**src/coreTracePkg.sv**
```systemverilog
// PC trace types, verdict encoding and pass/fail table roles

package coreTracePkg;

  // ------------------------------
  // Program counter
  // ------------------------------
  localparam int PcWidth = 64;

  typedef logic [PcWidth-1:0] pcT;

  // Test outcome, sticky once set
  typedef enum logic [1:0] {
    verdictNone = 2'd0,
    verdictPass = 2'd1,
    verdictFail = 2'd2
  } verdictT;

  // ------------------------------
  // Pass/fail address table
  // ------------------------------
  localparam int PassFailEntries = 5;

  localparam int EntryTestPass = 0;  // Pass
  localparam int EntryTestFail = 1;  // Fail
  localparam int EntryFinish   = 2;  // Pass
  localparam int EntryToHost   = 3;  // Pass only with check-to-host set
  localparam int EntryHang     = 4;  // Fail

  // Repeat count of the same PC
  localparam int StuckCntWidth = 32;

  typedef logic [StuckCntWidth-1:0] stuckCntT;

endpackage

```
**src/monRegPkg.sv**
```systemverilog
// Register map, bit positions and AXI4-Lite types of the core test monitor

package monRegPkg;

  // ------------------------------
  // Bus widths and types
  // ------------------------------
  localparam int AxiAddrWidth = 8;
  localparam int AxiDataWidth = 32;
  localparam int AxiStrbWidth = AxiDataWidth / 8;

  typedef logic [AxiAddrWidth-1:0] regAddrT;
  typedef logic [AxiDataWidth-1:0] regDataT;

  typedef enum logic [1:0] {
    respOkay   = 2'b00,
    respSlvErr = 2'b10
  } axiRespT;

  // ------------------------------
  // Register offsets
  // ------------------------------
  localparam regAddrT RegCtrl        = 8'h00;
  localparam regAddrT RegStatus      = 8'h04;
  localparam regAddrT RegStuckLimit  = 8'h08;
  localparam regAddrT RegCheckToHost = 8'h0C;
  localparam regAddrT RegTableBase   = 8'h10;  // Entry i low word at base + 8i
  localparam regAddrT RegTableEnd    = 8'h37;  // Last byte of the pass/fail table

  // CTRL bits
  localparam int CtrlTileReset    = 0;
  localparam int CtrlCoreReset    = 1;
  localparam int CtrlDisableStuck = 2;
  localparam int CtrlForceFail    = 3;  // Self clearing
  localparam int CtrlTableValid   = 4;

  // STATUS bits
  localparam int StatPass       = 0;
  localparam int StatFail       = 1;
  localparam int StatStuck      = 2;
  localparam int StatTileReset  = 3;
  localparam int StatCoreReset  = 4;

  // Tile held in reset until software releases it
  localparam regDataT CtrlResetValue = regDataT'(1) << CtrlTileReset;

endpackage

```
**src/coreResetCtl.sv**
```systemverilog
// Tile and core reset driver with a delayed sleep reset after the verdict
`timescale 1ns/1ps

module coreResetCtl #(
  parameter int SleepDelay = 20
) (
  input  logic                  dvtFlags,
  input  logic                  pcFail,
  input  logic                  tileResetReq,
  input  logic                  coreResetReq,
  input  logic                  disableStuck,
  input  coreTracePkg::verdictT verdict,
  output logic                  tileReset,
  output logic                  coreReset
);
  import coreTracePkg::*;

  localparam int CntWidth = $clog2(SleepDelay + 1);

  logic [CntWidth-1:0] sleepCnt;
  logic                coreResetReg;  // Software request, registered
  logic                asleep;        // Held until the next reset
  logic                sleepDone;

  assign sleepDone = (sleepCnt == CntWidth'(SleepDelay - 1));

  // ------------------------------
  // Requested resets
  // ------------------------------
  always_ff @(posedge dvtFlags or posedge pcFail) begin
    if (pcFail) begin
      tileReset    <= 1'b1;
      coreResetReg <= 1'b0;
    end else begin
      tileReset    <= tileResetReq;
      coreResetReg <= coreResetReq;
    end
  end

  // ------------------------------
  // Sleep after verdict
  // ------------------------------
  always_ff @(posedge dvtFlags or posedge pcFail) begin
    if (pcFail) begin
      sleepCnt <= '0;
      asleep   <= 1'b0;
    end else if ((verdict != verdictNone) && !disableStuck && !asleep) begin
      if (sleepDone) begin
        asleep <= 1'b1;
      end else begin
        sleepCnt <= sleepCnt + 1'b1;
      end
    end
  end

  assign coreReset = coreResetReg || asleep;

endmodule

```
**src/coreTestMon.sv**
```systemverilog
// Per-core test monitor top with register block, PC monitor and reset control
`timescale 1ns/1ps

module coreTestMon #(
  parameter int SleepDelay     = 20,
  parameter int StuckLimitInit = 500
) (
  input  logic                               dvtFlags,
  input  logic                               pcFail,
  // AXI4-Lite slave
  input  monRegPkg::regAddrT                 awaddr,
  input  logic                               awvalid,
  output logic                               awready,
  input  monRegPkg::regDataT                 wdata,
  input  logic [monRegPkg::AxiStrbWidth-1:0] wstrb,
  input  logic                               wvalid,
  output logic                               wready,
  output monRegPkg::axiRespT                 bresp,
  output logic                               bvalid,
  input  logic                               bready,
  input  monRegPkg::regAddrT                 araddr,
  input  logic                               arvalid,
  output logic                               arready,
  output monRegPkg::regDataT                 rdata,
  output monRegPkg::axiRespT                 rresp,
  output logic                               rvalid,
  input  logic                               rready,
  // Core trace
  input  coreTracePkg::pcT                   curPc,
  input  logic                               curPcValid,
  // Reset lines to the tile
  output logic                               tileReset,
  output logic                               coreReset
);
  import coreTracePkg::*;

  logic     tileResetReq;
  logic     coreResetReq;
  logic     disableStuck;
  logic     checkToHost;
  logic     tableValid;
  logic     forceFailPulse;
  logic     stuck;
  stuckCntT stuckLimit;
  pcT       passFailAddr [PassFailEntries];
  verdictT  verdict;

  // All connections share names with the top level
  monRegFile #(.StuckLimitInit(StuckLimitInit)) regFile_i (.*);

  pcProgressMon progressMon_i (.*);

  coreResetCtl #(.SleepDelay(SleepDelay)) resetCtl_i (.*);

endmodule

```
**src/monRegFile.sv**
```systemverilog
// AXI4-Lite register block with control, status, stuck limit and pass/fail table
`timescale 1ns/1ps

module monRegFile #(
  parameter int StuckLimitInit = 500
) (
  input  logic                               dvtFlags,
  input  logic                               pcFail,
  // AXI4-Lite slave
  input  monRegPkg::regAddrT                 awaddr,
  input  logic                               awvalid,
  output logic                               awready,
  input  monRegPkg::regDataT                 wdata,
  input  logic [monRegPkg::AxiStrbWidth-1:0] wstrb,
  input  logic                               wvalid,
  output logic                               wready,
  output monRegPkg::axiRespT                 bresp,
  output logic                               bvalid,
  input  logic                               bready,
  input  monRegPkg::regAddrT                 araddr,
  input  logic                               arvalid,
  output logic                               arready,
  output monRegPkg::regDataT                 rdata,
  output monRegPkg::axiRespT                 rresp,
  output logic                               rvalid,
  input  logic                               rready,
  // Status sources
  input  coreTracePkg::verdictT              verdict,
  input  logic                               stuck,
  input  logic                               coreReset,
  // Control outputs
  output logic                               tileResetReq,
  output logic                               coreResetReq,
  output logic                               disableStuck,
  output logic                               checkToHost,
  output logic                               tableValid,
  output logic                               forceFailPulse,
  output coreTracePkg::stuckCntT             stuckLimit,
  output coreTracePkg::pcT                   passFailAddr [coreTracePkg::PassFailEntries]
);
  import monRegPkg::*;
  import coreTracePkg::*;

  localparam int TableWords  = 2 * PassFailEntries;
  localparam int TblIdxWidth = $clog2(TableWords);

  regDataT tableWord [TableWords];  // Low/high word pairs
  regDataT ctrlView;
  regDataT statusView;
  regDataT ctrlWrVal;
  regDataT hostWrVal;
  regDataT rdWord;
  regAddrT wrAddr;
  regAddrT rdAddr;
  logic    wrAccept;
  logic    wrFire;
  logic    rdFire;

  function automatic regDataT mergeBytes(regDataT oldVal, regDataT newVal,
                                         logic [AxiStrbWidth-1:0] strb);
    regDataT merged;
    merged = oldVal;
    for (int b = 0; b < AxiStrbWidth; b++) begin
      if (strb[b]) begin
        merged[8*b +: 8] = newVal[8*b +: 8];
      end
    end
    return merged;
  endfunction

  function automatic logic inTable(regAddrT a);
    return (a >= RegTableBase) && (a <= RegTableEnd);
  endfunction

  function automatic logic [TblIdxWidth-1:0] tableIdx(regAddrT a);
    regAddrT offset;
    offset = a - RegTableBase;
    return offset[2 +: TblIdxWidth];
  endfunction

  function automatic logic isMapped(regAddrT a);
    return (a == RegCtrl) || (a == RegStatus) || (a == RegStuckLimit) ||
           (a == RegCheckToHost) || inTable(a);
  endfunction

  // Word aligned decode, byte offset ignored
  assign wrAddr   = {awaddr[AxiAddrWidth-1:2], 2'b00};
  assign rdAddr   = {araddr[AxiAddrWidth-1:2], 2'b00};
  assign wrAccept = !awready && awvalid && wvalid && !bvalid;
  assign wrFire   = awready && awvalid && wready && wvalid;
  assign rdFire   = arready && arvalid;

  always_comb begin
    ctrlView = '0;
    ctrlView[CtrlTileReset]    = tileResetReq;
    ctrlView[CtrlCoreReset]    = coreResetReq;
    ctrlView[CtrlDisableStuck] = disableStuck;
    ctrlView[CtrlTableValid]   = tableValid;  // Force-fail always reads 0
  end

  always_comb begin
    statusView = '0;
    statusView[StatPass]      = (verdict == verdictPass);
    statusView[StatFail]      = (verdict == verdictFail);
    statusView[StatStuck]     = stuck;
    statusView[StatTileReset] = tileResetReq;
    statusView[StatCoreReset] = coreReset;
  end

  assign ctrlWrVal = mergeBytes(ctrlView, wdata, wstrb);
  assign hostWrVal = mergeBytes(regDataT'(checkToHost), wdata, wstrb);

  for (genvar e = 0; e < PassFailEntries; e++) begin : gEntry
    assign passFailAddr[e] = {tableWord[2*e+1], tableWord[2*e]};
  end

  // ------------------------------
  // Handshake state
  // ------------------------------
  always_ff @(posedge dvtFlags or posedge pcFail) begin
    if (pcFail) begin
      awready <= 1'b0;
      wready  <= 1'b0;
      bvalid  <= 1'b0;
      arready <= 1'b0;
      rvalid  <= 1'b0;
    end else begin
      awready <= wrAccept;  // One cycle pulse, both channels together
      wready  <= wrAccept;
      arready <= !arready && arvalid && !rvalid;
      if (wrFire) begin
        bvalid <= 1'b1;
      end else if (bvalid && bready) begin
        bvalid <= 1'b0;
      end
      if (rdFire) begin
        rvalid <= 1'b1;
      end else if (rvalid && rready) begin
        rvalid <= 1'b0;
      end
    end
  end

  // Response payload
  always_ff @(posedge dvtFlags) begin
    if (wrFire) begin
      bresp <= isMapped(wrAddr) ? respOkay : respSlvErr;
    end
    if (rdFire) begin
      rdata <= rdWord;
      rresp <= isMapped(rdAddr) ? respOkay : respSlvErr;
    end
  end

  // ------------------------------
  // Register writes
  // ------------------------------
  always_ff @(posedge dvtFlags or posedge pcFail) begin
    if (pcFail) begin
      tileResetReq   <= CtrlResetValue[CtrlTileReset];
      coreResetReq   <= CtrlResetValue[CtrlCoreReset];
      disableStuck   <= CtrlResetValue[CtrlDisableStuck];
      tableValid     <= CtrlResetValue[CtrlTableValid];
      forceFailPulse <= 1'b0;
      checkToHost    <= 1'b0;
      stuckLimit     <= stuckCntT'(StuckLimitInit);
      for (int i = 0; i < TableWords; i++) begin
        tableWord[i] <= '0;
      end
    end else begin
      forceFailPulse <= 1'b0;
      if (wrFire) begin
        if (wrAddr == RegCtrl) begin
          tileResetReq   <= ctrlWrVal[CtrlTileReset];
          coreResetReq   <= ctrlWrVal[CtrlCoreReset];
          disableStuck   <= ctrlWrVal[CtrlDisableStuck];
          tableValid     <= ctrlWrVal[CtrlTableValid];
          forceFailPulse <= ctrlWrVal[CtrlForceFail];
        end else if (wrAddr == RegStuckLimit) begin
          stuckLimit <= mergeBytes(stuckLimit, wdata, wstrb);
        end else if (wrAddr == RegCheckToHost) begin
          checkToHost <= hostWrVal[0];
        end else if (inTable(wrAddr)) begin
          tableWord[tableIdx(wrAddr)] <= mergeBytes(tableWord[tableIdx(wrAddr)], wdata, wstrb);
        end
        // STATUS and unmapped writes fall through
      end
    end
  end

  // Read mux, unmapped returns zero
  always_comb begin
    rdWord = '0;
    case (rdAddr)
      RegCtrl:        rdWord = ctrlView;
      RegStatus:      rdWord = statusView;
      RegStuckLimit:  rdWord = stuckLimit;
      RegCheckToHost: rdWord = regDataT'(checkToHost);
      default: begin
        if (inTable(rdAddr)) begin
          rdWord = tableWord[tableIdx(rdAddr)];
        end
      end
    endcase
  end

endmodule

```
**src/pcProgressMon.sv**
```systemverilog
// PC trace monitor judging pass, fail and stuck from the retired PC stream
`timescale 1ns/1ps

module pcProgressMon (
  input  logic                   dvtFlags,
  input  logic                   pcFail,
  input  coreTracePkg::pcT       curPc,
  input  logic                   curPcValid,
  input  logic                   coreReset,
  input  logic                   disableStuck,
  input  logic                   checkToHost,
  input  logic                   tableValid,
  input  logic                   forceFailPulse,
  input  coreTracePkg::stuckCntT stuckLimit,
  input  coreTracePkg::pcT       passFailAddr [coreTracePkg::PassFailEntries],
  output coreTracePkg::verdictT  verdict,
  output logic                   stuck
);
  import coreTracePkg::*;

  pcT       lastPc;    // Last valid PC seen
  stuckCntT stuckCnt;
  logic     judging;
  logic     passHit;
  logic     failHit;
  logic     stuckHit;

  assign judging = curPcValid && !coreReset;

  // ------------------------------
  // Address match by entry role
  // ------------------------------
  always_comb begin
    passHit = 1'b0;
    failHit = 1'b0;
    if (judging) begin
      if (!tableValid) begin
        failHit = 1'b1;  // Table never loaded
      end else if ((curPc == passFailAddr[EntryTestPass]) ||
                   (curPc == passFailAddr[EntryFinish]) ||
                   (checkToHost && (curPc == passFailAddr[EntryToHost]))) begin
        passHit = 1'b1;
      end else if ((curPc == passFailAddr[EntryTestFail]) ||
                   (curPc == passFailAddr[EntryHang])) begin
        failHit = 1'b1;
      end
    end
  end

  assign stuckHit = (stuckCnt >= stuckLimit) && !disableStuck && !coreReset;

  // Repeat counter, frozen once a verdict is in
  always_ff @(posedge dvtFlags or posedge pcFail) begin
    if (pcFail) begin
      lastPc   <= '0;
      stuckCnt <= '0;
    end else if (curPcValid) begin
      lastPc <= curPc;
      if (verdict == verdictNone) begin
        if (curPc == lastPc) begin
          stuckCnt <= stuckCnt + 1'b1;
        end else begin
          stuckCnt <= '0;
        end
      end
    end
  end

  // ------------------------------
  // Sticky verdict
  // ------------------------------
  always_ff @(posedge dvtFlags or posedge pcFail) begin
    if (pcFail) begin
      verdict <= verdictNone;
      stuck   <= 1'b0;
    end else if (forceFailPulse) begin
      verdict <= verdictFail;  // Overrides an earlier pass
    end else if (verdict == verdictNone) begin
      if (stuckHit) begin
        verdict <= verdictFail;
        stuck   <= 1'b1;
      end else if (passHit) begin
        verdict <= verdictPass;
      end else if (failHit) begin
        verdict <= verdictFail;
      end
    end
  end

endmodule
```
**config.mk**
```make
export PLATFORM = sky130hd
export DESIGN_NAME = coreTestMon
export DESIGN_NICKNAME = d
export VERILOG_FILES = /design/src/coreTracePkg.sv /design/src/monRegPkg.sv /design/src/coreResetCtl.sv /design/src/coreTestMon.sv /design/src/monRegFile.sv /design/src/pcProgressMon.sv
export SDC_FILE = /design/constraint.sdc
export NUM_CORES = 2
export LEC_CHECK = 0
export BUFFER_PORTS_ARGS = -buffer_cell sky130_fd_sc_hd__buf_4
export CAP_MARGIN = 25
export CORE_MARGIN = 8
export CORE_UTILIZATION = 56
export DETAILED_ROUTE_END_ITERATION = 8
export GPL_ROUTABILITY_DRIVEN = 0
export MAX_ROUTING_LAYER = met4
export PLACE_DENSITY_LB_ADDON = 0.25
export SETUP_SLACK_MARGIN = 0.02
export SYNTH_ARGS = -nofsm -noshare
export SYNTH_HDL_FRONTEND = slang
export SYNTH_SLANG_ARGS = --single-unit
```
**constraint.sdc**
```tcl
create_clock -name dvtFlags -period 14.8 [get_ports dvtFlags]
set_input_delay 1.48 -clock dvtFlags [delete_from_list [all_inputs] [get_ports dvtFlags]]
set_output_delay 1.48 -clock dvtFlags [all_outputs]
set_load 0.05 [all_outputs]
```
# Word level (Yosys, flattened, before mapping)
# Cells that the tools add are included.
# Widths: inputs -> output; s select.
# totals
ff_bits,505
inputBits,124
output_inout_bits,43
word_cells,185
# classes
n_addsub,4
n_lt_le_gt_ge,8
eq_ne,15
n_mux,57
n_bitwise,7
reduce_logical,59
# op_table
cell,count
$eq 64x64->1,6
$bwmux 320,1
$bmux 32 s4,2
$mux 32,7
$mux 8,24
$demux 32 s4,1
$pmux 32 s4,1
$add 32x1->32 const B,1
$ge 32x32->1,1
$eq 6x2->1 const B,4
$logic_and 1x1->1,20
$ge 8x5->1 const B,2
$le 8x6->1 const B,2
$logic_not 8->1,2
$reduce_and 4->1,4
$mux 2,7
$mux 1,13
$eq 6x1->1 const B,2
$logic_or 1x1->1,12
$sub 6x5->6 const B,2
$ge 5x5->1 const B,2
$not 4->5,2
$reduce_and 5->1,2
$reduce_and 2->1,4
other kinds (12),26

# Depth between registers and ports, before layout
# logic_depth
ltp_word,12
mapped_depth,11
ltp_nobuf,9

# By module
# From an unflattened synthesis, not the netlist that was laid out.
# unflattened
cells_unflattened,2950
area_unflattened_um2,30859.6
# by_module_without_submodules
mod,instances,cells_per_inst,area_per_inst_um2,seq_area_each_um2
monRegFile,1,1894,21126.5,10088.4
pcProgressMon,1,1029,9366.5,2477.4
coreResetCtl,1,27,366.6,201.4

# Worst setup path after synthesis
# No wires, ideal clock.
# synth_path
path_kind,input -> register
startpoint,in awaddr[4]
endpoint,reg regFile_i.tableWord (netlist bit regFile_i.passFailAddr[131])
setup_ns,0.066
arrival_ns,3.803
t_required_ns,14.734
slack_ns,10.931
stages,11
path_buffers,4
cell_sequence,clkbuf_1 > clkbuf_1 > inv_1 > ha_1 > clkbuf_1 > or2_2 > clkbuf_1 > o21ai_0 > a22oi_1 > o21ai_1 > mux2_2
# synth_via
elab_chain_cells,12
elab_cells_between_ends,27
classes_between,1 x add/sub; 4 x order compare; 2 x eq/ne; 12 x mux; 4 x bitwise; 4 x reduce/logical
# synth_rtl
element,line,source
from (decl),coreTestMon.sv:11,"input monRegPkg::regAddrT awaddr,"
$sub 6x5->6,monRegFile.sv:77,offset = a - RegTableBase;
$not 4->5 (implied by the code),monRegFile.sv:184,"tableWord[tableIdx(wrAddr)] <= mergeBytes(tableWord[tableIdx(wrAddr)], wdata, wstrb);"
$bmux 32 s4,monRegFile.sv:184,
$mux 32 (implied by the code) (2 in series),monRegFile.sv:184,
$mux 8,monRegFile.sv:64,if (strb[b]) begin
$mux 8,monRegFile.sv:183,end else if (inTable(wrAddr)) begin
$mux 8,monRegFile.sv:181,end else if (wrAddr == RegCheckToHost) begin
$mux 8,monRegFile.sv:179,end else if (wrAddr == RegStuckLimit) begin
$mux 8,monRegFile.sv:173,if (wrAddr == RegCtrl) begin
$mux 8,monRegFile.sv:172,if (wrFire) begin
$bwmux 320,monRegFile.sv:184,
"to (signal, indexed assignment)",monRegFile.sv:184,
to (decl),monRegFile.sv:47,regDataT tableWord [TableWords];
# Parallel ways exist; a longest one is shown, timed or not. The select of a mux whose other input is x is not followed.
# A chain may end at the register's enable or synchronous reset.

# Worst setup path after layout
# layout_path
startpoint,in awaddr[4]
endpoint,reg regFile_i.tableWord (netlist bit regFile_i.passFailAddr[20])
# Same word-level chain as after synthesis.

==> impl_results.md <==
- Status: finished, final reports clean
- Clk buf depth: 3
- Largest area contributor in the netlist: dfrtp_1
- Number of cells upsized or downsized after cts: 0
- Reg2Reg Depth: 7
- Fin nets: 2730
- Post-Syn Instances: approximately 2500
- Final WL: roughly 110 mm
- CTS H-tree depth: 2
- Antenna violations before repair: 8
- Critical Path Start Type: input pin
- Clock root buffer: clkbuf_16
- HPWL after DPL: between 70 and 80 mm
- Final setup margin: 9.69 ns
- First-pass GRT wire length: 158 mm
- Setup TNS: 0 ns
- Min-Delay Endpoint: resetCtl_i.coreResetReg
- Critical path class: input pin to register
- Largest net degree at the start of global routing: 119
- Core box area: around 53000 um2
- Final Core Density: 62.9%
- Synth area leaders: dfrtp_1 (38%), mux2_2 (13%), xor2_1 (10%)
- Final setup viols: 0
- Hold wc startpoint: regFile_i.coreResetReq
- Synthesis warning total: 0
- Post-Syn Area: 30000 um2
- Yosys top cell area share: 38.5%
- Cts-stage hold buffer count: 0
- R2R Setup Slk: 11.65 ns
- Leakage: about 16 nW
- Maxcap violations: 0
- Register area share after synthesis: between 40 and 50%
- Clock sink count: slightly above 500
- Drt wl/cell: 33.2 um
- Non-filler cells, final: between 3000 and 4000
- Reg2reg end: progressMon_i.verdict[1]
- Die Span Y: ~250 um
- Initial DRC count: about 3200
- Synthesized flop and latch total: 503
- IO Pins: 167
- Final hold vios: 0
- Worst-Margin Slew: ~1.2 ns
- Via/cell ratio: 6.92
- Primary FF master, synth: dfrtp_1
- CTS Buf Count: 55
- Highest clock rate: approximately 200 MHz
- Total gr overflow: 0
- Area Growth Syn to Fin: 11.9%
- Peak supply drop: 0.0889 mV
- Pre-CTS setup slack: 9.32 ns
- Final routed DRC violation total: 0
- Mapped Avg Cell Area: 12.0 um2
- Skew-Pair Late Insertion Delay: 0.63 ns
- Final Max Tran Viols: 0
- Post-route clock skew: roughly 0.013 ns
- Final period utilization: 34.5%
- Reg2reg start: regFile_i.passFailAddr[67]
- Hold/Removal Path Class: register to register
- Crit Path Max Fanout: 38
- Worst endpoint required time: around 15 ns
- Crit path arrival time: 5.67 ns
- Gr usage total: 36.8%
- Pwr Density: 100 nW/um2
- Asr flop ratio synth: 93.2%
- DR pass1 iterations: 9
- Critical path capture point type: register
- Row count: 85
- Cell count after placement: 3197
- Post-CTS setup buffers: 0
- Hold Crit Depth: 0
- Power Total: 0.00337 W
- Layout cells sized above 1: 30.5%
- Port Buffer Count: 160
- Vias in the first global route: ~23000
- DR vias: between 20000 and 25000
- DRT antenna net count: 0
- Die area: 61200 um2
- Clock Pin Slew Worst Setup and Hold Paths: 0.06 ns
- Slew headroom: 22.7%
- Unrepaired setup endpoints after global routing: false
- CTS tree: built
- Starting Density: 56.2%
- Synth unique cells: 64
- EDFF count, synth: 34
- Minimum clock period: 5.11 ns
- Die W: about 250 um
## critical path, stage by stage
cell	delay, ns
buf_4	0.58
inv_1	0.20
ha_1	0.34
buf_4	0.54
nor2b_2	0.77
buf_4	0.55
a22oi_1	0.14
o21ai_1	0.69
mux2_2	0.30
## worst max path at each step
| stage | to | slack (ns) | from | cells after the start |
|---|---|---|---|---|
| final | regFile_i.passFailAddr[20] | 9.69 | awaddr[4] | 9 |
| after detailed placement | regFile_i.passFailAddr[276] | 9.32 | awaddr[4] | 9 |
| after CTS | regFile_i.passFailAddr[20] | 9.91 | awaddr[4] | 9 |
| after floorplan | progressMon_i.lastPc[0] | 0.25 | pcFail | 1 |
| after global routing | regFile_i.passFailAddr[52] | 9.77 | awaddr[4] | 9 |
| after global placement | regFile_i.passFailAddr[244] | 9.44 | awaddr[4] | 9 |
## cell type report
class / count / area, um2
multi-input combinational: 1756 / 16200
clock buffer: 85 / 1700
antenna: 8 / 20.0
timing repair buffer: 191 / 1530
fill: 4111 / 19800
inverter: 54 / 213
clock inverter: 18 / 292
sequential: 503 / 12800
tap: 696 / 871
## through the flow
step	cell area (um2)	hold WS, ns
2_1_floorplan	30000	0.364
3_3_place_gp	31400	0.390
3_5_place_dp	31500	0.395
4_1_cts	33500	0.406
5_1_grt	33600	0.415
6_report	33600	0.408
## layout by cell type (no fill, tap or decap), types with 11 or more instances in the layout
| cell | synthesis | routed |
|---|---|---|
| dfrtp_1 | 461 | 461 |
| xor2_1 | 354 | 354 |
| mux2_2 | 351 | 351 |
| buf_4 | 12 | 184 |
| nand2_1 | 171 | 165 |
| mux4_2 | 129 | 129 |
| o21ai_0 | 107 | 107 |
| nor4_1 | 93 | 93 |
| mux2i_1 | 65 | 65 |
| mux2_1 | 63 | 63 |
| a22oi_1 | 63 | 63 |
| clkbuf_16 | 0 | 58 |
| xnor2_1 | 53 | 53 |
| inv_1 | 52 | 51 |
| nor2_1 | 47 | 46 |
| ha_1 | 45 | 45 |
| nand4_1 | 42 | 42 |
| o21ai_1 | 37 | 37 |
| edfxtp_1 | 34 | 34 |
| nand3_1 | 26 | 22 |
| a21oi_1 | 17 | 17 |
| clkbuf_8 | 0 | 15 |
| clkbuf_1 | 94 | 12 |
| and3_1 | 11 | 11 |
## power by group
part	switching [W]	total (W)	leakage [nW]	internal [W]
logic	0.000282	0.000405	7.99	0.000123
clock network	0.000587	0.00151	0.985	0.000927
registers	0.0000256	0.00145	6.68	0.00142
total	0.000894	0.00337	15.6	0.00247
## per-layer routing
layer  up-vias  GRT usage (%)  routed length (um)
met3       426           14.6               14900
met4         0           24.1                8910
met1     11600           43.4               39000
met2      1724           52.1               47300
met5         -              -                   0
li1       9182              -                   -
## sequential cells by signal (all words and copies together), names as in the netlist, 2 cells and up
signal                  flops
progressMon_i.verdict       2
regFile_i.rdata            32
progressMon_i.lastPc       64
regFile_i.passFailAddr    320
progressMon_i.stuckCnt     32
regFile_i.stuckLimit       32
resetCtl_i.sleepCnt         5
## cells by family after synthesis
| family | synth area share, % |
|---|---|
| muxes | 27.4 |
| AOI/OAI and AO/OA | 5.15 |
| DFF | 42.6 |
| xor gates and xnor gates | 11.9 |
| buffers and inverters | 3.74 |
| adders and majority gates | 1.88 |
| and+or+nand+nor | 7.32 |
| other | 0.0125 |
## synth_stat cells (26+ instances only)
master    count
mux2i_1      65
a22oi_1      63
clkbuf_1     94
edfxtp_1     34
nand3_1      26
inv_1        52
mux4_2      129
nor2_1       47
xor2_1      354
o21ai_1      37
dfrtp_1     461
mux2_1       63
o21ai_0     107
nand4_1      42
mux2_2      351
xnor2_1      53
buf_2        70
nor4_1       93
ha_1         45
nand2_1     171
(Power assumes the default switching activity.)
